[config.mk]
export PLATFORM = sky130hd
export DESIGN_NAME = cn_tick_gen
export DESIGN_NICKNAME = d
export VERILOG_FILES = /design/src/rtl/cn_neuro_pkg.sv /design/src/rtl/cn_tick_gen.sv
export VERILOG_INCLUDE_DIRS = /design/src /design/src/rtl
export SDC_FILE = /design/constraint.sdc
export NUM_CORES = 1
export LEC_CHECK = 0
export ABC_AREA = 1
export ABC_CLOCK_PERIOD_IN_PS = 6100
export BUFFER_PORTS_ARGS = -buffer_cell sky130_fd_sc_hd__buf_2
export CORE_UTILIZATION = 54
export DETAILED_ROUTE_END_ITERATION = 10
export PLACE_DENSITY = 0.84
export SLEW_MARGIN = 20
export SYNTH_ARGS = -nofsm -noshare
export SYNTH_HDL_FRONTEND = slang
export SYNTH_SLANG_ARGS = --single-unit
[constraint.sdc]
create_clock -name ep50trig -period 6.1 [get_ports ep50trig]
set_clock_uncertainty 0.2 [all_clocks]
set_input_delay 1.22 -clock ep50trig [delete_from_list [all_inputs] [get_ports ep50trig]]
set_output_delay 1.22 -clock ep50trig [all_outputs]
set_load 0.01 [all_outputs]
[src/rtl/cn_defines.svh]
`ifndef CN_DEFINES_SVH
`define CN_DEFINES_SVH

// datapath and host bus widths
`define CN_DATA_W           32
`define CN_TRIG_W           16          // strobe bank from the host
`define CN_FRAC_W           16          // gains and proportions are Q16.16

`define CN_ONE              32'h0001_0000   // 1.0 in Q16.16

// reset values
`define CN_CLKDIV_RST       381         // real time speed

// step rates and scaling
`define CN_NEURON_STEPS     16          // neuron steps per sim step
`define CN_COMP_SHIFT       9           // neuron compensation of the sensory path
`define CN_EXTRA1_SHIFT     4           // tonic cortical drive scaling

// synapse
`define CN_SYN_WEIGHT       1000        // current per caught spike
`define CN_SYN_DECAY_SHIFT  3           // decay of 1/8 per sim step

// neuron
`define CN_INPUT_SHIFT      6
`define CN_THRESHOLD        (30 << 10)  // 30 mV scaled

// button stepper
`define CN_GAIN_PRE_MAX     14

`endif

[src/rtl/cn_neuro_pkg.sv]
`include "cn_defines.svh"

package cn_neuro_pkg;

    // step strobes on ep50trig
    typedef struct packed {
        logic neuron;   // one neuron integration step
        logic sim;      // one simulated ms
    } cn_ticks_t;

    // drives into the two neurons
    typedef struct packed {
        logic [`CN_DATA_W-1:0] main;
        logic [`CN_DATA_W-1:0] overflow;
    } cn_drive_t;

    // neuron FSM
    typedef enum logic {
        INTEGRATE,
        REFRACTORY
    } cn_neuron_state_e;

endpackage

[src/rtl/cn_tick_gen.sv]
`include "cn_defines.svh"

module cn_tick_gen (
    input  logic                    ep50trig,
    input  logic                    reset_global,
    input  logic                    i_reset_sim,
    input  logic [`CN_DATA_W-1:0]   i_clk_div,
    output cn_neuro_pkg::cn_ticks_t o_ticks
);

    localparam int W      = `CN_DATA_W;
    localparam int STEP_W = $clog2(`CN_NEURON_STEPS);

    logic [W-1:0]      cyc_cnt;    // cycles within a neuron step
    logic [STEP_W-1:0] step_cnt;   // neuron steps within a sim step
    logic [W-1:0]      div_eff;
    logic              cyc_wrap;
    logic              step_last;

    assign div_eff   = (i_clk_div == '0) ? W'(1) : i_clk_div;  // 0 acts as 1
    // >= so a smaller divider loaded mid-count wraps at once
    assign cyc_wrap  = (cyc_cnt >= div_eff - W'(1));
    assign step_last = (step_cnt == STEP_W'(`CN_NEURON_STEPS - 1));

    always_ff @(posedge ep50trig or posedge reset_global) begin
        if (reset_global) begin
            cyc_cnt  <= '0;
            step_cnt <= '0;
            o_ticks  <= '0;
        end else if (i_reset_sim) begin
            cyc_cnt  <= '0;
            step_cnt <= '0;
            o_ticks  <= '0;
        end else begin
            o_ticks.neuron <= cyc_wrap;
            o_ticks.sim    <= cyc_wrap && step_last;   // rides on the last neuron strobe
            if (cyc_wrap) begin
                cyc_cnt  <= '0;
                step_cnt <= step_last ? '0 : step_cnt + STEP_W'(1);
            end else begin
                cyc_cnt <= cyc_cnt + W'(1);
            end
        end
    end

endmodule

==> summary.md <==
| Metric | Value |
|---|---|
| Post-cts repair resize count | 0 |
| Setup TNS | 0 ps |
| CTS Buf Count | 5 |
| Synth cell count leaders | 112 x nand2_1, 96 x nor2_1, 56 x inv_1 |
| Post-synth EDFFs | 0 |
| Fin crit period | 4740 ps |
| Worst flop-to-flop path startpoint | cyc_cnt[7] |
| Achievable Freq | 211 MHz |
| Synth Flop Type | dfrtp_1 |
| Skew-Pair Late Insertion Delay | 290 ps |
| Vias | 3435 |
| FF+latch count, synth | 38 |
| Initial antenna violation count | 0 |
| DP HPWL | 7.24 mm |
| Post-synthesis sequential area ratio | 25.6% |
| Input/output buffers | 36 |
| WL final | 8.85 mm |
| DRT Pass-1 Iters | 8 |
| Mapped Nets | 595 |
| Final Util | 62.5% |
| # nets final | 636 |
| Worst slew margin | 54.8% |
| Crit. End Element | register |
| Clock sink count | 38 |
| Post-Layout Cell Count | 643 |
| CTS H-tree depth | 2 |
| Period Utilization, post-route | 77.8% |
| CTS tree | done |
| Cell variety after synth | 35 |
| Endpoints failing setup | 0 |
| Asr flop ratio synth | 100% |
| Number of global-route vias before repair | 3320 |
| Worst Hold Class | reg -> reg |
| Diode count | 0 |
| Mapped Avg Cell Area | 7.07 sq um |
| PwrDens | 123 nW/um^2 |
| Worst EP required | 6090 ps |
| Core area | 6490 sq um |
| Hold Slack | 328 ps |
| Max_cap viols | 0 |
| Count leader, synth | nand2_1 |
| Initial Util | 57.1% |
| Grt total ovfl | 0 |
| RSZ-0062 raised after global routing | no |
| Area of the mapped netlist | 3710 sq um |
| DRC errors left | 7 |
| Share of layout cells above drive strength 1 | 16.3% |
| WL/cell | 13.8 um |
| Post-synth top area cell | dfrtp_1 |
| Die Span Y | 84.9 um |
| CTS Hold Buffers Added | 0 |
| DR iter-0 viols | 166 |
| Synth warnings | 0 |
| Final Wtd Congestion | 0.926 |
| Avg Vias per Cell | 5.34 |
| Number of cell rows | 29 |
| Die width | 84.9 um |
| Setup repair bufs after CTS | 0 |
| Total power | 0.500 mW |
| Routed Antenna Nets | 0 |
| Final hold violation count | 0 |
| Placed Cells | 636 |
| Clock Root Buffer | clkbuf_8 |
| Global-route wire length before repair | 15.1 mm |
| Synth top area cells | dfrtp_1 26%, ha_1 12%, nand2_1 11%, nor2_1 9.7%, xor2_1 6.8% |
| Slew @ Worst Pin | 678 ps |
| Critical Path Source | i_clk_div[4] |
| Final Max Slew Viols | 0 |
| Peak supply drop | 0.000174 V |
| Status | finished, violations left |
| CP Class | in -> reg |
| Worst setup SP type | primary input |
| Leak Pwr | 1.89 nW |
| Ports | 37 |
| Die area | 7210 sq um |
| Max clock buf depth | 2 |
| Largest net degree at the start of global routing | 39 |
| Worst-path maximum fanout | 34 |
| Area Overhead vs Synth | 9.38% |
| Worst Path Arrival | 4740 ps |
| Total GRT Usage | 26.5% |
| Cells after synthesis | 525 |
| Reg clk slew, reported paths | 70 ps |
| Hold path start | cyc_cnt[0] |
| Share of the synthesized area in the top cell type | 25.6% |
| Violated checks | DRC |
## where the power goes
| part | internal, mW | switching (mW) | total [mW] | leakage (nW) |
|---|---|---|---|---|
| registers | 0.254 | 0.00350 | 0.258 | 0.527 |
| logic | 0.0297 | 0.0517 | 0.0814 | 1.32 |
| clock network | 0.0766 | 0.0844 | 0.161 | 0.0438 |
| total | 0.361 | 0.140 | 0.500 | 1.89 |
## sequential cells by signal, summed over array words and instances, names as in the netlist
signal,flops
step_cnt,4
cyc_cnt,32
o_ticks,2
## worst paths after layout
path	endpoint	slack (ps)	depth (start not counted)
worst max-delay path	cyc_cnt[12]	1360	25
worst min-delay path	cyc_cnt[0]	330	1
worst max register to register	cyc_cnt[12]	3450	9
worst min register to register	cyc_cnt[0]	330	1
max in group asynchronous	step_cnt[1]	4530	3
min in group asynchronous	cyc_cnt[20]	820	3
## metrics by stage
stage / setup WS, ps / instance area, sq um
after floorplan: 2020 / 3710
after global placement: 1230 / 3980
after detailed placement: 1100 / 3980
after CTS: 1390 / 4060
after global routing: 997 / 4060
final: 1360 / 4060
## final cells by class
class                   instances  area [sq um]
repair buffers                 37           188
clock inverters                 2          10.0
inverters                      65           244
clock buffers                   5          68.8
fillers                       573          2440
well taps                      77          96.3
flip-flops and latches         38           951
multi-input cells             419          2500
## cells in the final DEF (no fill, tap or decap), types with 2 or more instances in the layout
cell,synthesis,layout
a21oi_1,13,13
buf_2,3,36
clkbuf_8,0,5
clkinv_2,0,2
dfrtp_1,38,38
ha_1,35,35
inv_1,56,56
inv_2,8,8
nand2_1,112,112
nand2_2,4,4
nand3_1,30,30
nand3_2,3,3
nand4_1,13,13
nand4_2,2,2
nor2_1,96,96
nor2_2,11,11
nor2_4,6,6
nor3_1,13,13
nor3_2,7,7
nor3b_1,3,3
nor4_1,6,6
o21ai_0,5,5
xnor2_1,19,19
xor2_1,29,29
## cell families after synthesis
kind of cell               share of synthesized area, %
xor gates and xnor gates                           11.3
DFF                                                25.6
adders and majority gates                          11.8
and+or+nand+nor                                    40.8
buffers and inverters                              6.98
AOI/OAI and AO/OA                                  3.41
## routing by layer
layer	up-vias	wire, um	GRT usage [%]
met5	-	0	0
met4	0	125	6.01
met3	10	387	2.82
met2	89	4040	45.3
met1	1564	4290	36.3
li1	1772	-	-
## worst max-delay path, stage by stage
cell     delay, ps
buf_2          120
nor2_1          70
nand2_1        120
nor2_1          80
nand4_2        140
nand2_1        120
inv_1          100
ha_1           200
nand2_2        120
nor2_4         130
inv_2           40
nor2_2         170
inv_2           70
nor2_4         100
nand3_1         90
xnor2_1        150
inv_1           60
ha_1           270
nand2_1         70
o21ai_0         90
nand2_1         70
nand2_1         80
a21oi_4        190
nand3_2        560
nor2_1         310
No activity file was read; power rests on OpenSTA's default activity.
