`src/rtl/cn_defines.svh`:
```
`ifndef CN_DEFINES_SVH
`define CN_DEFINES_SVH

// datapath and host bus widths
`define CN_DATA_W           32
`define CN_TRIG_W           16          // strobe bank from the host
`define CN_FRAC_W           16          // gains and proportions are Q16.16

`define CN_ONE              32'h0001_0000   // 1.0 in Q16.16

// reset values
`define CN_CLKDIV_RST       381         // real time speed

// step rates and scaling
`define CN_NEURON_STEPS     16          // neuron steps per sim step
`define CN_COMP_SHIFT       9           // neuron compensation of the sensory path
`define CN_EXTRA1_SHIFT     4           // tonic cortical drive scaling

// synapse
`define CN_SYN_WEIGHT       1000        // current per caught spike
`define CN_SYN_DECAY_SHIFT  3           // decay of 1/8 per sim step

// neuron
`define CN_INPUT_SHIFT      6
`define CN_THRESHOLD        (30 << 10)  // 30 mV scaled

// button stepper
`define CN_GAIN_PRE_MAX     14

`endif

```
`src/rtl/cn_cfg_pkg.sv`:
```
`include "cn_defines.svh"

package cn_cfg_pkg;

    // trigger bit of each host parameter
    typedef enum logic [$clog2(`CN_TRIG_W)-1:0] {
        GAIN_IA    = 1,
        GAIN_II    = 2,
        SYN_GAIN   = 3,     // reserved slot, never stored
        OVERFLOW   = 4,
        OFFSET     = 6,
        CLK_DIV    = 7,
        EXTRA1     = 8,
        EXTRA2     = 9,
        EXTRA_GAIN = 13     // gain on combined sensory current
    } cn_param_sel_e;

    // everything the host can load
    typedef struct packed {
        logic [`CN_DATA_W-1:0] gain_ia;         // Q16.16
        logic [`CN_DATA_W-1:0] gain_ii;         // Q16.16
        logic [`CN_DATA_W-1:0] extra_gain;      // Q16.16
        logic [`CN_DATA_W-1:0] overflow_prop;   // Q16.16, 0.0 to 1.0
        logic [`CN_DATA_W-1:0] offset;
        logic [`CN_DATA_W-1:0] clk_div;         // cycles per neuron step
        logic [`CN_DATA_W-1:0] extra1;
        logic [`CN_DATA_W-1:0] extra2;
    } cn_params_t;

endpackage

```
`src/rtl/cn_param_bank.sv`:
```
`include "cn_defines.svh"

module cn_param_bank (
    input  logic                        ep50trig,
    input  logic                        reset_global,
    input  logic [`CN_TRIG_W-1:0]       i_trig,         // one-cycle load strobes
    input  logic [`CN_DATA_W/2-1:0]     i_wire_hi,
    input  logic [`CN_DATA_W/2-1:0]     i_wire_lo,
    output cn_cfg_pkg::cn_params_t      o_params
);

    import cn_cfg_pkg::*;

    logic [`CN_DATA_W-1:0] host_word;

    assign host_word = {i_wire_hi, i_wire_lo};  // hi half on top

    // one register per parameter, each loaded by its own strobe bit
    // unlisted bits and the syn gain slot fall through untouched
    always_ff @(posedge ep50trig or posedge reset_global) begin
        if (reset_global) begin
            o_params.gain_ia       <= `CN_ONE;
            o_params.gain_ii       <= `CN_ONE;
            o_params.extra_gain    <= `CN_ONE;
            o_params.overflow_prop <= `CN_ONE;     // full drive to overflow neuron
            o_params.offset        <= '0;
            o_params.clk_div       <= `CN_DATA_W'(`CN_CLKDIV_RST);
            o_params.extra1        <= '0;
            o_params.extra2        <= '0;
        end else begin
            if (i_trig[GAIN_IA]) begin
                o_params.gain_ia <= host_word;
            end
            if (i_trig[GAIN_II]) begin
                o_params.gain_ii <= host_word;
            end
            if (i_trig[EXTRA_GAIN]) begin
                o_params.extra_gain <= host_word;
            end
            if (i_trig[OVERFLOW]) begin
                o_params.overflow_prop <= host_word;
            end
            if (i_trig[OFFSET]) begin
                o_params.offset <= host_word;
            end
            if (i_trig[CLK_DIV]) begin
                o_params.clk_div <= host_word;   // takes effect on next count
            end
            if (i_trig[EXTRA1]) begin
                o_params.extra1 <= host_word;
            end
            if (i_trig[EXTRA2]) begin
                o_params.extra2 <= host_word;    // was the wave pipe source
            end
        end
    end

endmodule

```
`config.mk`:
```
export PLATFORM = sky130hd
export DESIGN_NAME = cn_param_bank
export DESIGN_NICKNAME = d
export VERILOG_FILES = /design/src/rtl/cn_cfg_pkg.sv /design/src/rtl/cn_param_bank.sv
export VERILOG_INCLUDE_DIRS = /design/src /design/src/rtl
export SDC_FILE = /design/constraint.sdc
export NUM_CORES = 1
export LEC_CHECK = 0
export ABC_CLOCK_PERIOD_IN_PS = 19100
export BUFFER_PORTS_ARGS = -buffer_cell sky130_fd_sc_hd__buf_2
export CORE_UTILIZATION = 55
export DETAILED_ROUTE_END_ITERATION = 10
export PLACE_DENSITY = 0.85
export SLEW_MARGIN = 0
export SYNTH_ARGS = -nofsm -noshare
export SYNTH_HDL_FRONTEND = slang
export SYNTH_SLANG_ARGS = --single-unit
```
`constraint.sdc`:
```
create_clock -name ep50trig -period 19.1 [get_ports ep50trig]
set_input_delay 1.91 -clock ep50trig [delete_from_list [all_inputs] [get_ports ep50trig]]
set_output_delay 1.91 -clock ep50trig [all_outputs]
set_load 0.02 [all_outputs]
```
==> results.tsv <==
stage	metric	value	unit
power	Power Dens Cells	110	nW/um^2
setup_path	worst-path cell chain	buf_2	
sta	final hold vios	0	
cells_and_area	max reg flops	256	
route	drt pass-1 iters	4	
setup_path	Bufs and invs on worst path	1	
power	sw frac	0.277	
route	drt initial violations	202	
setup_path	worst reg2reg endpoint	o_params[106]	
setup_path	crit path DAT	1.21	ns
run_status	status	complete, no violations	
setup_path	r2r setup slk	18.30	ns
global_route	GRT overflow	0	
setup_path	CP Max Fanout	2	
setup_path	startpoint types	flop	
sta	Setup TNS Final	0	ns
cells_and_area	antenna cells	0	
yosys	top cell type's share of synthesized area	0.615	
cts	setup bufs post-CTS	0	
global_route	GR met2 Demand/Resource	0.395	
yosys	synthesis-stage register bit count	256	
cts	CTS tree	done	
route	DRC Markers	0	
sta	setup ws final	15.98	ns
sta	Worst-Margin Slew	0.998	ns
cts	Clk Tree Root Cell	clkbuf_16	
place	DP Worst Slack	15.42	ns
sta	final worst path period need	3.12	ns
setup_path	CP Depth	1	
cells_and_area	final cell count without fillers	1088	
sta	Tcrit/Tclk final	0.164	
die	Site Rows	48	
die	die footprint	18700	um^2
cells_and_area	Nets	894	
setup_path	Worst Path Required	17.19	ns
sta	Final Skew	0	ns
route	drt total wl	22.7	mm
yosys	count of cell types in the netlist	6	
route	Vias/cell	5.33	
cells_and_area	most common cell after layout, fill and taps aside	buf_2	
place	DPL Wire Length	14.3	mm
sta	WHS	0.499	ns
cells_and_area	largest register by flop count	o_params	
cells_and_area	layout cells sized above 1	0.702	
sta	Max Freq	0.320	GHz
sta	count of pins over their slew limit	0	
route	remaining antenna violation count	0	
place	RePlAce Congestion	0.716	
power	sequential share of power	0.464	
place	PortBufs	297	
power	Peak VDD IR	0.0854	mV
setup_path	Slowest-stage cell, CP	dfstp_2	
cts	post_cts resized	0	
yosys	Syn Area/Cell	18.3	um^2
yosys	synthesis warning total	0	
cells_and_area	P&R area growth vs syn	22.8	%
die	area of the core	17500	um^2
sta	Slew headroom	0.334	
setup_path	CP max stage delay	0.54	ns
sta	Final setup viols	0	
global_route	total global-route track usage	0.243	
global_route	vias in the first global route	5981	
cts	CTS max path bufs	3	
cells_and_area	fillers	1160	
cells_and_area	largest registers	o_params: 256 flops	
power	Gate power share	0.180	
cells_and_area	area of the multi-input gates	3190	um^2
yosys	Area contributors post-synth	dfrtp_1 61%, mux2_2 20%, mux2_4 12%, buf_6 3.6%, dfstp_2 2.9%	
route	average routed wire per standard cell	20.8	um
global_route	Most Used Layer, Global Route	met2	
setup_path	Reg2Reg Depth	1	
setup_path	top cell family by delay on the critical path	flip-flops	
route	Vias	5799	
cells_and_area	commonest cells after routing, fill and taps aside	297 x buf_2, 245 x dfrtp_1, 175 x mux2_2	
yosys	Mapped Area	9970	um^2
die	Die Ht	137	um
setup_path	reg2reg start	o_params[106]	
global_route	largest net degree at the start of global routing	114	
yosys	area leader, netlist	dfrtp_1	
setup_path	Critical Path Sink Type	primary output	
yosys	register area share after synthesis	0.644	
setup_path	CP Class	reg -> out	
die	initial core utilization	0.571	
power	Lkg Pwr	0.00593	uW
global_route	GRT met1 Usage	0.318	
power	Internal Power	978	uW
global_route	first-pass GRT wire length	34.5	mm
yosys	syn nets	595	
cts	clock sinks	256	
global_route	M3 GR Usage	0.0704	
run	Max Cap Violations	0	
cts	Post-CTS Hold Buffers	0	
global_route	antenna violations before repair	0	
power	clock power share	0.357	
cts	Clock Latency Late Sink	0.52	ns
cts	Max H-tree Level	1	
yosys	synthesized instance count	545	
setup_path	CP startpoint	o_params[67]	
place	placed cells	1040	
cts	CTS Buf Count	27	
die	IO Count	306	
cts	clock slew at reported path FFs	0.06	ns
power	NetSw	374	uW
sta	RSZ-0062 raised after global routing	false	
die	width of the die	137	um
setup_path	CP endpoint	o_params[67]	
cells_and_area	Reg area	6420	um^2
min_path	Hold Path Class	reg -> reg	
## routing by layer
metal | up-vias | wire length (um)
li1 | 2530 | -
met1 | 3024 | 9510
met2 | 209 | 11000
met3 | 36 | 1690
met4 | 0 | 485
met5 | - | 0
## layout make-up
cell class,count,share of cell area
clock inverter,4,0.00235
clock buffer,44,0.0645
sequential,256,0.524
timing repair buffer,302,0.124
inverter,1,0.000920
multi-input combinational,256,0.260
tap,225,0.0230
## synthesized netlist by cell type
library cell	instances
buf_6	32
dfstp_2	11
mux2_2	175
dfrtp_1	245
inv_1	1
mux2_4	81
## power by group through the flow
| stage | clock [uW] | combinational (uW) | sequential (uW) |
|---|---|---|---|
| after floorplan | 0 | 90.1 | 703 |
| after global placement | 0 | 241 | 632 |
| after detailed placement | 0 | 245 | 635 |
| after CTS | 492 | 246 | 627 |
| after global routing | 512 | 257 | 634 |
| final | 482 | 243 | 627 |
## logic make-up after synthesis
family,synth area share
multiplexers,0.320
buffers and inverters,0.0365
flip-flops,0.644
## through the flow
step | area, um^2 | power (uW) | util
final | 12200 | 1350 | 0.700
after global routing | 12200 | 1400 | 0.700
after CTS | 12200 | 1360 | 0.700
after detailed placement | 11400 | 880 | 0.654
after global placement | 11400 | 873 | 0.654
after floorplan | 9970 | 794 | -
## worst min-delay path by stage
stage                              from            end  cells past startpoint
after floorplan             o_params[0]    o_params[0]                      1
after global placement    o_params[140]  o_params[140]                      1
after detailed placement   o_params[86]   o_params[86]                      1
after CTS                  o_params[35]   o_params[35]                      1
after global routing       o_params[32]   o_params[32]                      1
final                      o_params[58]   o_params[58]                      1
Power figures use the tool's default switching activity.
