File: config.mk
export PLATFORM = sky130hd
export DESIGN_NAME = cn_synapse
export DESIGN_NICKNAME = d
export VERILOG_FILES = /design/src/rtl/cn_synapse.sv
export VERILOG_INCLUDE_DIRS = /design/src /design/src/rtl
export SDC_FILE = /design/constraint.sdc
export NUM_CORES = 1
export LEC_CHECK = 0
export BUFFER_PORTS_ARGS = -buffer_cell sky130_fd_sc_hd__buf_2
export CORE_MARGIN = 1
export CORE_UTILIZATION = 30
export DETAILED_ROUTE_END_ITERATION = 10
export GPL_ROUTABILITY_DRIVEN = 0
export GPL_TIMING_DRIVEN = 1
export HOLD_SLACK_MARGIN = 0.15
export MAX_ROUTING_LAYER = met4
export PLACE_DENSITY = 0.44
export SETUP_SLACK_MARGIN = 0.05
export SYNTH_ARGS = -nofsm -noshare
export SYNTH_HDL_FRONTEND = slang
export SYNTH_SLANG_ARGS = --single-unit
File: constraint.sdc
create_clock -name ep50trig -period 5.5 [get_ports ep50trig]
set_input_delay 1.1 -clock ep50trig [delete_from_list [all_inputs] [get_ports ep50trig]]
set_output_delay 1.1 -clock ep50trig [all_outputs]
set_load 0.1 [all_outputs]
File: src/rtl/cn_defines.svh
`ifndef CN_DEFINES_SVH
`define CN_DEFINES_SVH

// datapath and host bus widths
`define CN_DATA_W           32
`define CN_TRIG_W           16          // strobe bank from the host
`define CN_FRAC_W           16          // gains and proportions are Q16.16

`define CN_ONE              32'h0001_0000   // 1.0 in Q16.16

// reset values
`define CN_CLKDIV_RST       381         // real time speed

// step rates and scaling
`define CN_NEURON_STEPS     16          // neuron steps per sim step
`define CN_COMP_SHIFT       9           // neuron compensation of the sensory path
`define CN_EXTRA1_SHIFT     4           // tonic cortical drive scaling

// synapse
`define CN_SYN_WEIGHT       1000        // current per caught spike
`define CN_SYN_DECAY_SHIFT  3           // decay of 1/8 per sim step

// neuron
`define CN_INPUT_SHIFT      6
`define CN_THRESHOLD        (30 << 10)  // 30 mV scaled

// button stepper
`define CN_GAIN_PRE_MAX     14

`endif

File: src/rtl/cn_synapse.sv
`include "cn_defines.svh"

module cn_synapse (
    input  logic                    ep50trig,
    input  logic                    reset_global,
    input  logic                    i_reset_sim,
    input  logic                    i_sim_tick,
    input  logic                    i_spike,
    output logic [`CN_DATA_W-1:0]   o_current
);

    localparam int W = `CN_DATA_W;

    logic         pending;      // spike seen since the last sim tick
    logic [W-1:0] spike_add;

    assign spike_add = pending ? W'(`CN_SYN_WEIGHT) : '0;

    always_ff @(posedge ep50trig or posedge reset_global) begin
        if (reset_global) begin
            pending   <= 1'b0;
            o_current <= '0;
        end else if (i_reset_sim) begin
            pending   <= 1'b0;
            o_current <= '0;
        end else if (i_sim_tick) begin
            // exponential decay then the weight of a caught spike
            o_current <= o_current - (o_current >> `CN_SYN_DECAY_SHIFT) + spike_add;
            pending   <= i_spike;   // a spike on the tick itself goes to the next step
        end else if (i_spike) begin
            pending <= 1'b1;
        end
    end

endmodule

==> impl_table.tex <==
\begin{tabular}{lr}
\hline
Metric & Value \\
\hline
\multicolumn{2}{l}{\textbf{Setup path}} \\
\quad Cell count of the worst reg-to-reg path & 12 \\
\quad Max Fanout on Critical Path & 4 \\
\quad Sequence of cells on the critical path & inv\_1, ha\_1, ha\_1, fa\_1, a211oi\_2, o21bai\_2, o211ai\_2, o31ai\_4, o21bai\_4, a2111oi\_4, or3\_1, a32o\_1 \\
\quad Cell class contributing the biggest share of worst-path delay & compound AO/OA/AOI/OAI gates \\
\quad Critical path launch point type & flip-flop \\
\quad Required time at the worst-slack endpoint & roughly 5.7 ns \\
\quad Buffering stage count on the worst path with inverters included & 1 \\
\quad Biggest cell delay along the critical path & approximately 0.44 ns \\
\quad Setup CP Type & reg2reg \\
\quad Type of element capturing the critical path & flip-flop \\
\quad Critical Path AT & around 3.4 ns \\
\quad Crit-path most repeated cell & sky130\_fd\_sc\_hd\_\_ha\_1 \\
\quad Library cell contributing the largest single delay on the critical path & sky130\_fd\_sc\_hd\_\_fa\_1 \\
\quad Depth of the critical timing path with buffers and inverters included & 12 \\
\multicolumn{2}{l}{\textbf{Die}} \\
\quad Total Die Area & approximately 0.013 sq mm \\
\quad Horiz. Die Dim & roughly 110 um \\
\quad Die Span Y & 113.3 um \\
\quad Area of the core region & around 0.012 sq mm \\
\quad Number of ports placed on the die boundary & 37 \\
\quad Core Rows & 40 \\
\quad Starting Density & 30.82\% \\
\multicolumn{2}{l}{\textbf{Detailed routing}} \\
\quad Average wire length per cell after detail routing & roughly 17 um \\
\quad Count of antenna-violating nets left after detailed routing & 0 \\
\quad Total routed wirelength & around 11000 um \\
\quad Routed vias & 3252 \\
\quad Initial DRC count & around 210 \\
\quad DRC violations left & 0 \\
\quad Ratio of routed vias to standard cells & between 5 and 6 \\
\quad First-pass DRT Iterations & 4 \\
\multicolumn{2}{l}{\textbf{Clock tree}} \\
\quad TritonCTS clock tree & built \\
\quad Buffers inserted by post-CTS timing repair & 0 \\
\quad CTS hold repair buffers & 0 \\
\quad Clock transition time at the flip-flop clock pins of the worst setup and hold paths & $\sim$0.06 ns \\
\quad Clock tree sinks & 33 \\
\quad Source-to-sink clock delay at the later pin of the worst-skew pair & 0.29 ns \\
\quad Root Buffer & sky130\_fd\_sc\_hd\_\_clkbuf\_16 \\
\quad Maximum buffer depth of the clock tree & 2 \\
\quad H-tree depth reported by CTS & 2 \\
\quad Total CTS buffers & 5 \\
\quad Post\_cts resized & 0 \\
\multicolumn{2}{l}{\textbf{Finish}} \\
\quad Combined flip-flop and latch cell area & around 830 sq um \\
\quad Commonest non-fill, non-tap cells in the layout & sky130\_fd\_sc\_hd\_\_ha\_1 (53), sky130\_fd\_sc\_hd\_\_nor2\_1 (49), sky130\_fd\_sc\_hd\_\_inv\_1 (45), sky130\_fd\_sc\_hd\_\_buf\_2 (36), sky130\_fd\_sc\_hd\_\_dfrtp\_1 (33) \\
\quad Count of non-filler cells in the finished layout & $\sim$630 \\
\quad Number of filler instances in the final layout & about 1300 \\
\quad Final layout net count & between 500 and 600 \\
\quad Signed area change from the synthesized netlist to the final layout & 13.36\% \\
\quad Area taken by multi-input logic gates & 0.002630 sq mm \\
\quad Final design instance area without fill & $\sim$0.0042 sq mm \\
\quad Inserted Diodes & 0 \\
\quad Fraction of final layout cells sized beyond drive strength 1 & about 14\% \\
\quad Most frequent standard cell in the layout excluding fill and tap cells & sky130\_fd\_sc\_hd\_\_ha\_1 \\
\multicolumn{2}{l}{\textbf{Yosys}} \\
\quad Dominant synthesized flop cell & sky130\_fd\_sc\_hd\_\_dfrtp\_1 \\
\quad Proportion of register bits with asynchronous set or reset after synthesis & 100.0\% \\
\quad Summed instance area of the synthesized netlist & around 0.0037 sq mm \\
\quad Number of warnings printed during yosys synthesis & 0 \\
\quad Post-synthesis average cell area & approximately 8.6 sq um \\
\quad Synth Instances & about 430 \\
\quad Number of enable flip-flop cells after synthesis & 0 \\
\quad Synthesized netlist net count & 499 \\
\quad Post-synthesis register bit count & 33 \\
\quad Distinct cell type count of the synthesized netlist & between 60 and 70 \\
\quad Share of the yosys chip area belonging to registers & between 20 and 25\% \\
\multicolumn{2}{l}{\textbf{STA}} \\
\quad Setup repair after global routing missed its margin & no \\
\quad Sum of negative setup slack & 0 ns \\
\quad Pins Over Slew Limit & 0 \\
\quad Final number of hold-violating endpoints & 0 \\
\quad Crit path time final & about 3.2 ns \\
\quad Worst rel slew slack & a little over 50\% \\
\quad Final period util & between 50\% and 60\% \\
\quad Clock skew after layout & 0.007490 ns \\
\quad Transition at the pin with the smallest max-transition slack & 0.7316 ns \\
\quad Final number of setup-violating endpoints & 0 \\
\quad Maximum achievable frequency & 309.3 MHz \\
\multicolumn{2}{l}{\textbf{Min path}} \\
\quad Type of the tightest min-delay check & reg2reg \\
\quad Number of cells on the worst hold path & 1 \\
\multicolumn{2}{l}{\textbf{Global route}} \\
\quad Global route total overflow & 0 \\
\quad Met1 track demand over resource & about a quarter \\
\quad Gr usage total & 18.10\% \\
\quad Grt peak-use layer & met2 \\
\quad Met3 global-route usage & 2.625\% \\
\quad Global routing met2 resource utilization & approximately 27\% \\
\quad Number of antenna violations at the first check in global routing & 0 \\
\quad Maximum number of pins on one net before global-route repair & between 40 and 50 \\
\quad Global-route wire length before repair & roughly 18000 um \\
\quad Number of global-route vias before repair & roughly 3300 \\
\multicolumn{2}{l}{\textbf{Place}} \\
\quad Number of placed instances with taps included & $\sim$620 \\
\quad HPWL after detailed placement & slightly below 8000 um \\
\quad Placed Area & 0.004038 sq mm \\
\quad Number of input and output port buffers inserted & 36 \\
\multicolumn{2}{l}{\textbf{Outcome}} \\
\quad Status & complete, no violations \\
\multicolumn{2}{l}{\textbf{Run}} \\
\quad Max-cap violations & 0 \\
\hline
\end{tabular}
==> cell families (layout without fill, tap and decap cells) <==
| logic type | Yosys count | count (layout) | synth area share [%] |
|---|---|---|---|
| adders and majority gates | 60 | 60 | 21.61 |
| muxes | 15 | 15 | 4.106 |
| DFF | 33 | 33 | 22.21 |
| and+or+nand+nor | 118 | 118 | 15.42 |
| buffers and inverters | 62 | 92 | 7.035 |
| AOI/OAI and AO/OA | 129 | 129 | 25.61 |
| xor gates and xnor gates | 17 | 17 | 4.005 |
==> cells in the mapped netlist, types with 3 or more instances <==
library cell	number	area share, %
sky130_fd_sc_hd__ha_1	53	18
sky130_fd_sc_hd__nor2_1	49	4.9
sky130_fd_sc_hd__inv_1	45	4.5
sky130_fd_sc_hd__dfrtp_1	33	22
sky130_fd_sc_hd__a21oi_1	32	4.3
sky130_fd_sc_hd__a21o_1	20	4.0
sky130_fd_sc_hd__nand2_1	20	2.0
sky130_fd_sc_hd__mux2i_1	13	3.5
sky130_fd_sc_hd__xnor2_1	13	3.1
sky130_fd_sc_hd__nand3_1	11	1.5
sky130_fd_sc_hd__o21ai_0	9	1.2
sky130_fd_sc_hd__o21ai_1	9	1.2
sky130_fd_sc_hd__clkbuf_1	8	0.81
sky130_fd_sc_hd__a31oi_1	7	1.2
sky130_fd_sc_hd__fa_1	7	3.8
sky130_fd_sc_hd__a211oi_1	6	1.2
sky130_fd_sc_hd__nand4_1	6	1.0
sky130_fd_sc_hd__o31ai_1	6	1.2
sky130_fd_sc_hd__buf_2	5	0.67
sky130_fd_sc_hd__nor3_1	5	0.67
sky130_fd_sc_hd__or3_1	5	0.84
sky130_fd_sc_hd__nor2b_1	4	0.67
sky130_fd_sc_hd__o211ai_1	4	0.81
sky130_fd_sc_hd__xor2_1	4	0.94
sky130_fd_sc_hd__a21oi_2	3	0.71
sky130_fd_sc_hd__a31o_1	3	0.71
sky130_fd_sc_hd__and3_1	3	0.50
sky130_fd_sc_hd__and4_1	3	0.71
sky130_fd_sc_hd__o21bai_1	3	0.61
==> metrics by stage <==
| stage | setup WS [ns] | utilization [%] | hold WS [ns] |
|---|---|---|---|
| floorplan | 1.900 | - | 0.5560 |
| global placement | 2.292 | 33.48 | 0.5233 |
| detailed placement | 2.287 | 33.48 | 0.5274 |
| CTS | 2.270 | 34.94 | 0.5420 |
| global route | 2.062 | 34.94 | 0.5572 |
| finish | 2.267 | 34.94 | 0.5363 |
==> area by class of cell <==
| class | count | area share, % |
|---|---|---|
| Clock buffer | 6 | 3.296 |
| Clock inverter | 2 | 0.8907 |
| Inverter | 45 | 4.008 |
| Multi-Input combinational cell | 339 | 62.41 |
| Sequential cell | 33 | 19.60 |
| Tap cell | 168 | 4.988 |
| Timing Repair Buffer | 39 | 4.810 |
==> registers in the layout, summed over array words and instances (netlist names) <==
| name | flops |
|---|---|
| o_current | 32 |
| pending | 1 |
==> metal layers <==
metal  vias up  wire [um]
met4         0        108
met3        10        327
met2        62       4691
met5         -          0
met1      1552       5407
li1       1628          -
==> final timing paths <==
path | slack (ns) | from | end
worst min register to register | 0.54 | o_current[30] | o_current[30]
max in group asynchronous | 4.23 | reset_global | o_current[30]
worst max-delay path | 2.27 | o_current[4] | o_current[27]
worst max register to register | 2.27 | o_current[4] | o_current[27]
min in group asynchronous | 0.93 | reset_global | o_current[24]
worst min-delay path | 0.54 | o_current[30] | o_current[30]
Power is not shown: default switching activity piles up to over one toggle a cycle in this logic, so the estimate is an artifact.
