## config.mk

```make
export PLATFORM = sky130hd
export DESIGN_NAME = cn_button_gain
export DESIGN_NICKNAME = d
export VERILOG_FILES = /design/src/rtl/cn_button_gain.sv
export VERILOG_INCLUDE_DIRS = /design/src /design/src/rtl
export SDC_FILE = /design/constraint.sdc
export NUM_CORES = 1
export LEC_CHECK = 0
export BUFFER_PORTS_ARGS = -buffer_cell sky130_fd_sc_hd__buf_2
export CORE_AREA = 2 2 39 41
export CTS_CLUSTER_SIZE = 12
export DETAILED_ROUTE_END_ITERATION = 7
export DIE_AREA = 0 0 41 43
export SYNTH_ARGS = -nofsm -noshare
export SYNTH_HDL_FRONTEND = slang
export SYNTH_SLANG_ARGS = --single-unit
export TNS_END_PERCENT = 1
```

## constraint.sdc

```tcl
create_clock -name ep50trig -period 2.25 [get_ports ep50trig]
set_input_delay 0.3375 -clock ep50trig [delete_from_list [all_inputs] [get_ports ep50trig]]
set_output_delay 0.3375 -clock ep50trig [all_outputs]
set_load 0.02 [all_outputs]
```

## src/rtl/cn_defines.svh

```systemverilog
`ifndef CN_DEFINES_SVH
`define CN_DEFINES_SVH

// datapath and host bus widths
`define CN_DATA_W           32
`define CN_TRIG_W           16          // strobe bank from the host
`define CN_FRAC_W           16          // gains and proportions are Q16.16

`define CN_ONE              32'h0001_0000   // 1.0 in Q16.16

// reset values
`define CN_CLKDIV_RST       381         // real time speed

// step rates and scaling
`define CN_NEURON_STEPS     16          // neuron steps per sim step
`define CN_COMP_SHIFT       9           // neuron compensation of the sensory path
`define CN_EXTRA1_SHIFT     4           // tonic cortical drive scaling

// synapse
`define CN_SYN_WEIGHT       1000        // current per caught spike
`define CN_SYN_DECAY_SHIFT  3           // decay of 1/8 per sim step

// neuron
`define CN_INPUT_SHIFT      6
`define CN_THRESHOLD        (30 << 10)  // 30 mV scaled

// button stepper
`define CN_GAIN_PRE_MAX     14

`endif

```

## src/rtl/cn_button_gain.sv

```systemverilog
`include "cn_defines.svh"

module cn_button_gain (
    input  logic        ep50trig,
    input  logic        reset_global,
    input  logic        i_gain_button,
    output logic [3:0]  o_gain_step
);

    logic       btn_meta;   // first sync stage
    logic       btn_sync;
    logic       btn_prev;   // last seen synchronized level
    logic       btn_change;
    logic [3:0] pre_cnt;

    // two-flop synchronizer plus history flop
    always_ff @(posedge ep50trig or posedge reset_global) begin
        if (reset_global) begin
            btn_meta <= 1'b0;
            btn_sync <= 1'b0;
            btn_prev <= 1'b0;
        end else begin
            btn_meta <= i_gain_button;
            btn_sync <= btn_meta;
            btn_prev <= btn_sync;
        end
    end

    assign btn_change = btn_sync ^ btn_prev;   // both press and release count

    // pre-count wraps after the max, so the step runs 0..7
    always_ff @(posedge ep50trig or posedge reset_global) begin
        if (reset_global) begin
            pre_cnt <= '0;
        end else if (btn_change) begin
            if (pre_cnt == 4'(`CN_GAIN_PRE_MAX)) begin
                pre_cnt <= '0;
            end else begin
                pre_cnt <= pre_cnt + 4'd1;
            end
        end
    end

    assign o_gain_step = pre_cnt >> 1;   // three cycles after the pin edge

endmodule

```

==> impl_metrics.env, run 1 <==
export IMPL_clock_path_buffers=2
export IMPL_crit_fanout=8
export IMPL_synth_nets=32
export IMPL_end_kind="primary output"
export IMPL_io_pins=7
export IMPL_grt_pass1_vias=166
export IMPL_vias=205
export IMPL_final_cell_mix="o21ai_0, dfrtp_1, buf_2, clkbuf_4, nand2_1"
export IMPL_io_buffers=5
export IMPL_post_cts_setup_buffer_count=0
export IMPL_drt_wl_total_um=424
export IMPL_drtIter0Drc=0
export IMPL_fp_dieArea_um2=1763
export IMPL_start_util=0.2206
export IMPL_gp_congestion=0.5994
export IMPL_cp_slowest_cell="dfrtp_1"
export IMPL_ys_types=13
export IMPL_final_core_util=0.2505
export IMPL_synthCells=29
export IMPL_antenna_left=0
export IMPL_fin_tns_setup_ps=0
export IMPL_grt_pass1_wl_um=690
export IMPL_path_cells="buf_2"
export IMPL_fin_worst_skew_ps=0.2674
export IMPL_cts_max_level=1
export IMPL_rows=14
export IMPL_grt_setup_unrepaired="false"
export IMPL_arrival_ps=880
export IMPL_setup_worst_path_start="pre_cnt[1]"
export IMPL_final_cells=50
export IMPL_antenna_cells=0
export IMPL_crit_end="o_gain_step[0]"
export IMPL_root_buffer="clkbuf_4"
export IMPL_fin_ws_ps=1037
export IMPL_worst_path_stages=1
export IMPL_reg2reg_depth=3
export IMPL_cts_sinks=7
export IMPL_cp_slowest_stage_delay_ps=430
export IMPL_min_period_ps=1213
export IMPL_grt_use_total=0.06409
export IMPL_die_width_um=41
export IMPL_coreArea_um2=1384
export IMPL_syn_to_final_growth_pct=13.52
export IMPL_holdWs_ps=4.730
export IMPL_ctsResizeCount=0
export IMPL_clock_fmax_mhz=824.7
export IMPL_finalCritPeriodShare=0.5389
export IMPL_clkTransAtPathRegs_ps=50
export IMPL_reg2reg_to="pre_cnt[0]"
export IMPL_timing_rr_start="btn_sync"
export IMPL_setup_viol=0
export IMPL_crit_type="flip-flop to primary output"
export IMPL_worstSetupStartpointType="flip-flop"
export IMPL_drv_cap=0
export IMPL_wl_per_cell_um=8.480
export IMPL_hold_path_class="primary input to asynchronous set/reset pin"
export IMPL_die_h_um=43
export IMPL_numCtsBuffers=3
export IMPL_dr_pass1_iters=1
export IMPL_synth_warnings=0
export IMPL_num_nets_final=38
export IMPL_antenna_found_initial=0
export IMPL_grt_overflow=0
export IMPL_power_leakage_nw=0.1579
export IMPL_crit_buf_inv=1
export IMPL_path_delay_family="flip-flops"
export IMPL_drive_gt1_frac=0.2353
export IMPL_register_area_um2=175.2
export IMPL_syn_mean_instance_area_um2=10.53
export IMPL_drcViolationCount=0
export IMPL_status="finished, final reports clean"
export IMPL_yosys_register_bits=7
export IMPL_synth_area_um2=305.3
export IMPL_via_per_inst=4.100
export IMPL_n_fill_cell=151
export IMPL_finalMaxSlewViolations=0
export IMPL_finalHoldViolations=0
export IMPL_grt_max_degree=9
export IMPL_cellPowerDensity_nw_per_um2=1271
export IMPL_placed_cells=46
export IMPL_ir_drop_v=0.0003027
export IMPL_hold_buffers=0
export IMPL_multi_input_area_um2=96.34
export IMPL_clk_latency_ps=240
export IMPL_pre_cts_ws_ps=1183
export IMPL_r2r_slack_ps=1140
export IMPL_seq_area_frac_synth=0.5738
export IMPL_cts_tree="built"
export IMPL_crit_required_ps=1910
[metal layers]
layer,part of all wire,global-route usage
met5,0,0
met3,0.083,0.04712
met1,0.46,0.08389
met4,0,0.04000
met2,0.46,0.07188
[worst min-delay path by stage]
stage / end / cells after the start / start
2_1_floorplan: btn_meta / 1 / reset_global
3_3_place_gp: btn_meta / 2 / reset_global
3_5_place_dp: btn_meta / 2 / reset_global
4_1_cts: btn_meta / 2 / reset_global
5_1_grt: btn_sync / 2 / reset_global
6_report: btn_meta / 2 / reset_global
[area by class of cell]
class | count | area share
inverter | 1 | 0.01083
multi-input combinational | 17 | 0.2780
sequential | 7 | 0.5054
clock buffer | 4 | 0.07581
tap | 16 | 0.05776
timing repair buffer | 5 | 0.07220
[sequential cells by signal, indices dropped and copies added, names as in the netlist]
| register | flops |
|---|---|
| btn_prev | 1 |
| pre_cnt | 4 |
| btn_meta | 1 |
| btn_sync | 1 |
[power breakdown]
group,switching [mW],total [mW],internal (mW)
clock network,0.0412,0.109,0.0673
logic,0.0730,0.119,0.0456
registers,0.0512,0.214,0.162
[cell usage after synthesis, drive strengths merged]
library cell / number / area [um2]
inv: 1 / 3.750
xor2: 1 / 8.760
conb: 1 / 3.750
a21o: 1 / 7.510
nand2: 2 / 7.510
o21ai: 7 / 35.03
xnor2: 1 / 8.760
a21oi: 1 / 5.000
nand4: 1 / 6.260
buf: 4 / 30.03
dfrtp: 7 / 175.2
a311oi: 1 / 8.760
nand3: 1 / 5.000
[stage by stage]
stage,instance area (um2),power (mW)
after detailed placement,320.3,0.3350
after global routing,346.6,0.4791
after global placement,320.3,0.3353
after CTS,346.6,0.4498
final,346.6,0.4406
after floorplan,305.3,0.3270
[logic make-up (layout without fill, tap and decap cells)]
kind of cell / after synthesis / in the layout / share of synthesized area
and+or+nand+nor: 4 / 4 / 0.06148
AOI/OAI and AO/OA: 10 / 10 / 0.1844
DFF: 7 / 7 / 0.5738
xor gates and xnor gates: 2 / 2 / 0.05739
buffers and inverters: 5 / 10 / 0.1106
other: 1 / 1 / 0.01228
Note: power is estimated with default switching activity, not from simulation.
==> run 2, diff against run 1 <==
==> constraint.sdc (replaced) <==
create_clock -name ep50trig -period 1.15 [get_ports ep50trig]
set_input_delay 0.1725 -clock ep50trig [delete_from_list [all_inputs] [get_ports ep50trig]]
set_output_delay 0.1725 -clock ep50trig [all_outputs]
set_load 0.02 [all_outputs]
==> run 2 against run 1 <==
Net effect:
- count of clock-buffer cells in the layout stayed put
- combinational power is 94% higher
- clock skew is 2.5 ps higher
- via count is 5.9% higher
- critical path depth stayed put
- flip-flop and latch count stayed put
- worst hold slack better by 26 ps
- non-clock buffer count is 1 higher
- global-route usage is 1.3 points higher
==> impl_metrics.env, run 2 (same netlist as run 1, synthesis figures left out) <==
export IMPL_drtIter0Drc=2
export IMPL_cp_slowest_stage_delay_ps=440
export IMPL_final_cell_mix="o21ai_0, dfrtp_1, buf_2, clkbuf_4, nand2_1"
export IMPL_worstSetupStartpointType="flip-flop"
export IMPL_crit_type="flip-flop to primary output"
export IMPL_via_per_inst=4.255
export IMPL_clock_path_buffers=2
export IMPL_clock_fmax_mhz=940.2
export IMPL_clk_latency_ps=250
export IMPL_place_hpwl_um=327.3
export IMPL_io_pins=7
export IMPL_min_period_ps=1064
export IMPL_clkTransAtPathRegs_ps=50
export IMPL_io_buffers=5
export IMPL_timing_rr_start="btn_sync"
export IMPL_cp_slowest_cell="dfrtp_1"
export IMPL_fp_dieArea_um2=1763
export IMPL_drt_wl_total_um=437
export IMPL_antenna_cells=0
export IMPL_antenna_left=0
export IMPL_sw_frac_of_total=0.3781
export IMPL_p_int_mw=0.5429
export IMPL_die_width_um=41
export IMPL_reg2reg_to="pre_cnt[0]"
export IMPL_p_switching_mw=0.3301
export IMPL_setup_worst_path_start="pre_cnt[1]"
export IMPL_place_area_um2=320.3
export IMPL_antenna_found_initial=0
export IMPL_cts_sinks=7
export IMPL_grt_pass1_vias=219
export IMPL_arrival_ps=890
export IMPL_power_leakage_nw=0.1677
export IMPL_gp_congestion=0.7111
export IMPL_cellPowerDensity_nw_per_um2=2398
export IMPL_fin_worst_skew_ps=2.760
export IMPL_final_cells=51
export IMPL_placed_cells=46
export IMPL_finalCritPeriodShare=0.9248
export IMPL_path_cells="buf_2"
export IMPL_post_cts_setup_buffer_count=0
export IMPL_coreArea_um2=1384
export IMPL_vias=217
export IMPL_top_register="pre_cnt"
export IMPL_drive_gt1_frac=0.2571
export IMPL_fin_tns_setup_ps=0
export IMPL_die_h_um=43
export IMPL_cts_max_level=1
export IMPL_root_buffer="clkbuf_4"
export IMPL_final_area_um2=364.1
export IMPL_grt_overflow=0
export IMPL_path_delay_family="flip-flops"
export IMPL_grt_max_degree=9
export IMPL_grt_setup_unrepaired="false"
export IMPL_reg2reg_depth=3
export IMPL_dr_pass1_iters=4
export IMPL_drcViolationCount=0
export IMPL_end_kind="primary output"
export IMPL_finalMaxSlewViolations=0
export IMPL_grt_use_total=0.07685
export IMPL_hold_path_class="primary input to flip-flop"
export IMPL_num_nets_final=39
export IMPL_start_util=0.2206
export IMPL_numCtsBuffers=3
export IMPL_ir_drop_v=0.0005613
export IMPL_pwr_share_comb=0.265
export IMPL_r2r_slack_ps=120
export IMPL_finalHoldViolations=0
export IMPL_crit_required_ps=980
export IMPL_wl_per_cell_um=8.569
export IMPL_grt_pass1_wl_um=821
export IMPL_drv_cap=0
export IMPL_syn_to_final_growth_pct=19.26
export IMPL_worst_path_stages=1
export IMPL_crit_end="o_gain_step[0]"
export IMPL_rows=14
export IMPL_p_seq_frac=0.486
export IMPL_largest_reg_flops=4
export IMPL_setup_viol=0
export IMPL_crit_buf_inv=1
export IMPL_cts_tree="built"
export IMPL_clockPowerShare=0.249
export IMPL_status="finished, final reports clean"
export IMPL_crit_fanout=8
run 2: metal layers:
layer	wire length [um]	vias up	share of wire	GRT usage
met4	0	0	0	0.02000
met3	46	0	0.11	0.09424
met1	206	100	0.47	0.07895
met5	0	-	0	0
li1	-	109	-	-
met2	184	8	0.42	0.09688
run 2: power groups by stage:
stage                     Sequential, mW  Clock, mW  Combinational [mW]
after floorplan                    0.403          0               0.237
final                              0.425      0.217               0.231
after detailed placement           0.425          0               0.232
after global placement             0.422          0               0.225
after CTS                          0.422      0.228               0.234
after global routing               0.444      0.248               0.264
run 2: through the flow:
step | setup slack (ps) | hold WS (ps) | util | total power, mW
6_report | 86.43 | 30.91 | 0.2631 | 0.8730
5_1_grt | 25.40 | 11.33 | 0.2631 | 0.9565
4_1_cts | 45.09 | 21.41 | 0.2577 | 0.8845
3_5_place_dp | 49.14 | 116.1 | 0.2315 | 0.6564
3_3_place_gp | 65.57 | 115.6 | 0.2315 | 0.6462
2_1_floorplan | 161.6 | -24.10 | - | 0.6399
run 2: area by class of cell:
class	instances	area, um2
clock buffers	4	26.28
repair buffers	6	35.03
fillers	149	1020
well taps	16	20.02
multi-input cells	17	103.9
flip-flops and latches	7	175.2
inverters	1	3.754
run 2: how the worst min path moves through the flow:
stage,startpoint,cells past startpoint,end,slack (ps)
finish,i_gain_button,1,btn_meta,30
global route,i_gain_button,1,btn_meta,10
CTS,i_gain_button,1,btn_meta,20
detailed placement,reset_global,2,pre_cnt[0],120
global placement,reset_global,2,btn_meta,120
floorplan,reset_global,1,btn_meta,-20
run 2: worst reg2reg max path: stages, from the launching register on:
cell      delay, ps
dfrtp_1         420
xnor2_2         180
a311oi_1        260
a21o_1          120
run 2: repair_timing:
action / CTS / global route
gates resized for setup: 0 / 1
endpoints found under the setup margin: 0 / 2
hold buffers: 1 / 0
endpoints found under the hold margin: 7 / 0
