File: config.mk
export PLATFORM = sky130hd
export DESIGN_NAME = cn_spiking_neuron
export DESIGN_NICKNAME = d
export VERILOG_FILES = /design/src/rtl/cn_neuro_pkg.sv /design/src/rtl/cn_spiking_neuron.sv
export VERILOG_INCLUDE_DIRS = /design/src /design/src/rtl
export SDC_FILE = /design/constraint.sdc
export NUM_CORES = 1
export LEC_CHECK = 0
export BUFFER_PORTS_ARGS = -buffer_cell sky130_fd_sc_hd__buf_2
export CAP_MARGIN = 15
export CELL_PAD_IN_SITES_DETAIL_PLACEMENT = 1
export CELL_PAD_IN_SITES_GLOBAL_PLACEMENT = 2
export CORE_MARGIN = 3
export CORE_UTILIZATION = 39
export DETAILED_ROUTE_END_ITERATION = 10
export GPL_TIMING_DRIVEN = 0
export PLACE_DENSITY = 0.84
export SLEW_MARGIN = 20
export SYNTH_ARGS = -nofsm -noshare
export SYNTH_HDL_FRONTEND = slang
export SYNTH_SLANG_ARGS = --single-unit
File: constraint.sdc
create_clock -name ep50trig -period 6.3 [get_ports ep50trig]
set_clock_uncertainty 0.2 [all_clocks]
set_input_delay 0 -clock ep50trig [delete_from_list [all_inputs] [get_ports ep50trig]]
set_output_delay 0 -clock ep50trig [all_outputs]
set_load 0.01 [all_outputs]
File: src/rtl/cn_defines.svh
`ifndef CN_DEFINES_SVH
`define CN_DEFINES_SVH

// datapath and host bus widths
`define CN_DATA_W           32
`define CN_TRIG_W           16          // strobe bank from the host
`define CN_FRAC_W           16          // gains and proportions are Q16.16

`define CN_ONE              32'h0001_0000   // 1.0 in Q16.16

// reset values
`define CN_CLKDIV_RST       381         // real time speed

// step rates and scaling
`define CN_NEURON_STEPS     16          // neuron steps per sim step
`define CN_COMP_SHIFT       9           // neuron compensation of the sensory path
`define CN_EXTRA1_SHIFT     4           // tonic cortical drive scaling

// synapse
`define CN_SYN_WEIGHT       1000        // current per caught spike
`define CN_SYN_DECAY_SHIFT  3           // decay of 1/8 per sim step

// neuron
`define CN_INPUT_SHIFT      6
`define CN_THRESHOLD        (30 << 10)  // 30 mV scaled

// button stepper
`define CN_GAIN_PRE_MAX     14

`endif

File: src/rtl/cn_neuro_pkg.sv
`include "cn_defines.svh"

package cn_neuro_pkg;

    // step strobes on ep50trig
    typedef struct packed {
        logic neuron;   // one neuron integration step
        logic sim;      // one simulated ms
    } cn_ticks_t;

    // drives into the two neurons
    typedef struct packed {
        logic [`CN_DATA_W-1:0] main;
        logic [`CN_DATA_W-1:0] overflow;
    } cn_drive_t;

    // neuron FSM
    typedef enum logic {
        INTEGRATE,
        REFRACTORY
    } cn_neuron_state_e;

endpackage

File: src/rtl/cn_spiking_neuron.sv
`include "cn_defines.svh"

module cn_spiking_neuron (
    input  logic                    ep50trig,
    input  logic                    reset_global,
    input  logic                    i_reset_sim,
    input  logic                    i_neuron_tick,
    input  logic [`CN_DATA_W-1:0]   i_drive,
    output logic                    o_spike
);

    import cn_neuro_pkg::*;

    localparam int W = `CN_DATA_W;

    cn_neuron_state_e state;
    logic [W-1:0]     v;          // membrane potential, scaled
    logic [W-1:0]     v_sum;
    logic             at_thresh;

    assign v_sum     = v + (i_drive >> `CN_INPUT_SHIFT);
    assign at_thresh = (v_sum >= W'(`CN_THRESHOLD));

    always_ff @(posedge ep50trig or posedge reset_global) begin
        if (reset_global) begin
            state   <= INTEGRATE;
            v       <= '0;
            o_spike <= 1'b0;
        end else if (i_reset_sim) begin
            state   <= INTEGRATE;
            v       <= '0;
            o_spike <= 1'b0;
        end else begin
            o_spike <= 1'b0;   // pulse lasts a single cycle
            if (i_neuron_tick) begin
                case (state)
                    INTEGRATE: begin
                        if (at_thresh) begin
                            v       <= '0;   // fire and reset potential
                            o_spike <= 1'b1;
                            state   <= REFRACTORY;
                        end else begin
                            v <= v_sum;
                        end
                    end
                    REFRACTORY: begin
                        state <= INTEGRATE;  // skip one step of input
                    end
                    default: begin
                        state <= INTEGRATE;
                    end
                endcase
            end
        end
    end

endmodule

==> results.yml, run 1 <==
outcome:
  outcome: "finished, final reports clean"
timing:
  slew_headroom: 0.473
  tns_ps: 0
  timing.final.crit_share: 0.644
  maxSlewViolCount: 0
  grt_setup_unrepaired: "no"
  tightest_slew_ps: 789
  setup_violations: 0
  max_freq_mhz: 246
  final_hold_viol_count: 0
  period_needed_ps: 4060
setup_path:
  cp_slowest_cell: "dlygate4sd3_1"
  worstSetupStartpointType: "register"
  crit_chain: "ha_1, fa_1, a21oi_1, o211ai_1, a21oi_1, o21bai_1, xor2_1, and4_1, a311o_1, o41ai_1, a21oi_1, dlygate4sd3_1"
  crit_fanout: 3
  critPathMostFrequentCell: "a21oi_1"
  cp.required_ps: 6280
  crit_arrival_ps: 4040
  end_kind: "register"
  worstReg2RegStart: "v[0]$_DFFE_PP0P_"
  cpPeakStageDelay_ps: 570
  crit_start: "v[0]$_DFFE_PP0P_"
  path_class: "reg -> reg"
  critPathBufInv: 1
  path_delay_family: "compound AO/OA/AOI/OAI gates"
placed_design:
  dp_hpwl_um: 6920
  numPortBuffers: 30
  dpl.cell_count: 478
  gp_congestion: 0.829
routing:
  firstDrtPassIters: 4
  wire_per_inst_um: 18.0
  vias: 2889
  final_antenna_net_count: 0
  vias_per_cell: 5.87
  routed_wirelength_um: 8870
  drcViolationCount: 0
  drt_iter0_drc: 85
power_and_ir_drop:
  swShare: 0.259
  power_frac_comb: 0.141
  p_int_mw: 0.406
  p_seq_frac: 0.400
  pwr-share-clk: 0.459
  p_leak_nw: 1.64
  ir_drop_v: 0.000105
  power.switching_mw: 0.142
  powerDensity_nw_per_um2: 156
  total_power_mw: 0.547
synth:
  synthFlopType: "dfrtp_1"
  synth_largest_area_cell: "dfrtp_1"
  synth_edf_count: 0
  synth.distinct_cells: 61
  synth.cell_area_um2: 3030
  synth_common_cells: "34 x dfrtp_1, 33 x nand2_1, 32 x a21oi_1, 26 x ha_1, 21 x nor2_1"
  async_flop_share: 1.00
  synth_fp_nets: 412
  yosysMostFrequentCell: "dfrtp_1"
  ys_top_cells_by_area: "dfrtp_1 28%, ha_1 11%, a21oi_1 5.3%"
  ys_ff_latch: 34
  syn_inst: 349
  synth_top_area_share: 0.281
  syn_avg_cell_area_um2: 8.69
  ys_seq_area_frac: 0.281
  yosysWarningCount: 0
die:
  rows: 31
  die_area_um2: 8870
  coreArea_um2: 7410
  ios: 37
  die_h_um: 94.2
  dieWidth_um: 94.2
  initial_core_util: 0.409
clocking:
  cts_tree: "yes"
  cts_buffer_depth: 2
  cts-resized-gates: 0
  post-cts-setup-buffers: 0
  numClockSinks: 34
  cts-root-buf: "clkbuf_8"
  clk_pin_slew_worst_paths_ps: 80
  worstSkewPairLatency_ps: 300
  cts_hold_buf: 6
  htreeDepth: 2
  cts-buffers-inserted: 5
layout:
  drive_gt1_frac: 0.160
  n_antenna_cell: 0
  final_nets: 455
  instances_no_fill: 492
  fill_cells: 906
  area_growth_pct: 15.6
flow_run:
  maxCapViolCount: 0
global_routing:
  grt_pass1_wl_um: 15100
  grt.overflow.total: 0
  grt_max_degree: 35
  grt_usage: 0.215
  antenna_found_initial: 0
  grt_pass1_vias: 3075
min_path:
  hp-start: "i_drive[15]"
  hold_path_class: "in -> reg"
power by group through the flow:
stage                     logic, mW  clock network, mW  registers, mW
final                        0.0770              0.251          0.219
after global routing         0.0868              0.265          0.219
after CTS                    0.0774              0.261          0.219
after detailed placement     0.0737                  0          0.223
after global placement       0.0720                  0          0.223
after floorplan              0.0474                  0          0.224
final timing paths:
path	cells after the start	endpoint	slack, ps
hold / removal	4	v[9]$_DFFE_PP0P_	180
setup / recovery	12	state$_DFFE_PP0P_	2240
setup reg to reg	12	state$_DFFE_PP0P_	2240
hold reg to reg	1	v[23]$_DFFE_PP0P_	300
min in group asynchronous	3	v[16]$_DFFE_PP0P_	190
max in group asynchronous	3	v[13]$_DFFE_PP0P_	5200
per-stage QoR:
stage          instance area, µm²  utilization  worst slack [ps]  hold slack [ps]
2_1_floorplan                3030            -              3130             -137
3_3_place_gp                 3310        0.446              2490             11.4
3_5_place_dp                 3310        0.446              2450            -4.40
4_1_cts                      3500        0.473              2290              164
5_1_grt                      3500        0.473              2050              208
6_report                     3500        0.473              2240              178
final cells by class:
cell class | instances | area (µm²) | area share
Buffer | 19 | 88.8 | 0.0253
Clock buffer | 5 | 68.8 | 0.0196
Clock inverter | 3 | 68.8 | 0.0196
Inverter | 5 | 18.8 | 0.00536
Multi-Input combinational cell | 291 | 2070 | 0.592
Sequential cell | 34 | 851 | 0.243
Tap cell | 99 | 124 | 0.0353
Timing Repair Buffer | 36 | 210 | 0.0600
worst reg2reg max path: stages (launching register included):
cell and delay, ps:
dfrtp_1 400, ha_1 220, fa_1 440, a21oi_1 190
o211ai_1 210, a21oi_1 380, o21bai_1 120, xor2_1 180
and4_1 180, a311o_1 330, o41ai_1 410, a21oi_1 110
dlygate4sd3_1 570
logic make-up (layout without fill, tap and decap cells):
| family | Yosys count | after routing | share of synthesized area |
|---|---|---|---|
| xor+xnor | 21 | 21 | 0.0606 |
| simple gates | 125 | 125 | 0.222 |
| compound gates | 117 | 117 | 0.284 |
| buf+inv | 24 | 68 | 0.0355 |
| flops | 34 | 34 | 0.281 |
| mux | 1 | 1 | 0.00330 |
| fa+ha+maj | 27 | 27 | 0.114 |
sequential cells by signal (all words and copies together) (netlist names):
signal / cells
o_spike: 1
state: 1
v: 32
layout by cell type (no fill, tap or decap), drive strengths merged, types with 6 or more instances in the layout:
cell	n
and2	17
dlygate4sd3	6
dfrtp	34
clkbuf	14
nor3	9
nand4	12
buf	40
nor2	21
ha	26
nand3	9
nor2b	6
a21oi	33
a21o	7
xor2	12
nand2	33
a32o	15
xnor2	9
o21ai	20
layer usage:
metal / track usage / up-vias / share of wire
li1: - / 1401 / -
met1: 0.288 / 1438 / 0.48
met2: 0.360 / 42 / 0.48
met3: 0.0353 / 8 / 0.029
met4: 0.0529 / 0 / 0.010
met5: 0 / - / 0
No activity file was read; power rests on OpenSTA's default activity.
==> run 2, diff against run 1 <==
CORE_UTILIZATION = 32   (was 39)
PLACE_DENSITY = 0.74   (was 0.84)
clock period = 3.4 ns   (was 6.3 ns; I/O delays follow)
==> run 2 against run 1 <==
The run now ends with setup timing left. Sequential share of layout area decreased by 1.9 points. Combinational power up 100%. Register-to-register slack got worse by 2300 ps. Clock power is 92% higher. Utilization decreased by 4.9 points. First-iteration DRC count is 7.1% higher. Critical endpoint is now v[12]$_DFFE_PP0P_.
==> results.yml, run 2 (synthesized netlist as in run 1, its figures left out) <==
layout:
  instances_no_fill: 530
  finalInstanceArea_um2: 3810
  regArea_um2: 851
  multi_input_area_um2: 2230
  n_antenna_cell: 0
  largest_reg_flops: 32
  largest-register: "v"
  area_growth_pct: 25.5
  final_nets: 466
  top_regs: "v (32), o_spike (1), state (1)"
  drive_gt1_frac: 0.238
  mostFrequentLayoutCells: "37 x buf_2, 34 x dfrtp_1, 33 x nand2_1, 27 x a21oi_1, 23 x ha_1"
  fill_cells: 1054
  mostFrequentLayoutCell: "buf_2"
placed_design:
  gp_congestion: 0.814
  placed_area_um2: 3360
  numPortBuffers: 30
  dp_hpwl_um: 7020
  dpl.cell_count: 506
timing:
  final_hold_viol_count: 0
  period_needed_ps: 3420
  slew_headroom: 0.623
  setup_violations: 9
  whs_ps: 132
  finalWorstSetupSlack_ps: -23.2
  timing.final.crit_share: 1.01
  maxSlewViolCount: 0
  tightest_slew_ps: 565
  max_freq_mhz: 292
  grt_setup_unrepaired: "yes"
routing:
  route.met2.wl_um: 4230
  firstDrtPassIters: 4
  drt_iter0_drc: 91
  wire_per_inst_um: 17.4
  final_antenna_net_count: 0
  route.met3.wl_um: 232
  vias_per_cell: 5.47
  highest_layer: "met4"
  drcViolationCount: 0
  routed_wirelength_um: 9210
  routedLengthMet1_um: 4660
  vias: 2897
global_routing:
  grt_pass1_wl_um: 15000
  grt.overflow.total: 0
  grt_max_degree: 27
  grt_usage: 0.181
  grt_pass1_vias: 2945
  antenna_found_initial: 0
min_path:
  hp-start: "i_drive[9]"
  hold_depth: 4
  hold_path_class: "in -> reg"
die:
  dieWidth_um: 103
  initial_core_util: 0.338
  coreArea_um2: 8980
  rows: 34
  die_area_um2: 10700
  ios: 37
  die_h_um: 103
setup_path:
  critPathMostFrequentCell: "buf_6"
  crit_fanout: 7
  cp_slowest_cell: "a311oi_1"
  crit_arrival_ps: 3420
  crit_chain: "ha_2, fa_2, a31o_1, a221o_1, a21o_4, a311oi_1, a31oi_2, nand4_4, nor4_4, buf_6, buf_6, a32o_1"
  worstSetupStartpointType: "register"
  r2r_cells: 12
  reg2reg_slack_ps: -20
  end_kind: "register"
  crit_start: "v[0]$_DFFE_PP0P_"
  cpPeakStageDelay_ps: 500
  worstReg2RegStart: "v[0]$_DFFE_PP0P_"
  cp.required_ps: 3390
  path_class: "reg -> reg"
clocking:
  cts-root-buf: "clkbuf_8"
  clk_pin_slew_worst_paths_ps: 90
  cts_buffer_depth: 2
  cts-buffers-inserted: 5
  cts_tree: "yes"
  numClockSinks: 34
  worstSkewPairLatency_ps: 300
  htreeDepth: 2
power_and_ir_drop:
  ir_drop_v: 0.000163
  total_power_mw: 1.04
  p_leak_nw: 1.73
  powerDensity_nw_per_um2: 274
flow_run:
  maxCapViolCount: 0
outcome:
  outcome: "finished, violations left"
  violations: "setup timing"
run 2: changes by cell type in the layout (fill, tap and decap cells not counted), sizes merged:
cell	delta
buf	+11
run 2: cell type report:
type,count,share of cell area
plain buffers,18,0.0237
clock buffers,5,0.0181
clock inverters,3,0.0181
inverters,5,0.00493
multi-input cells,291,0.585
flip-flops and latches,34,0.224
well taps,126,0.0414
repair buffers,48,0.0851
run 2: where the power goes:
group	switching, mW	internal [mW]
Combinational	0.0963	0.0578
Clock	0.188	0.294
Sequential	0.000520	0.405
Total	0.285	0.758
run 2: worst max-delay path: cells and delay by family, from the launching register on:
kind                       cells  cell delay [ps]
AOI/OAI and AO/OA              6             1700
DFF                            1              400
adders and majority gates      2              560
and+or+nand+nor                2              190
buffers and inverters          2              280
run 2: layer usage:
metal,GRT usage,vias up
met2,0.294,28
met5,0,-
li1,-,1435
met4,0.0299,0
met1,0.257,1426
met3,0.0268,8
run 2: final timing paths:
check,end
worst max-delay path,v[12]$_DFFE_PP0P_
worst min-delay path,v[3]$_DFFE_PP0P_
worst max register to register,v[12]$_DFFE_PP0P_
worst min register to register,v[17]$_DFFE_PP0P_
max in group asynchronous,v[27]$_DFFE_PP0P_
min in group asynchronous,v[18]$_DFFE_PP0P_
run 2: through the flow:
stage	setup slack, ps	utilization	TNS, ps
final	-23.2	0.424	-97.5
after global placement	-430	0.372	-6060
after global routing	-165	0.424	-2390
after floorplan	232	-	0
after CTS	-26.4	0.413	-173
after detailed placement	-459	0.374	-6380
run 2: timing repair:
action,4_1_cts,5_1_grt
resized for setup,19,18
pin swaps,6,7
endpoints found under the hold margin,39,0
hold buffers,6,0
gates cloned,1,0
buffers inserted,7,3
endpoints found under the setup margin,17,17
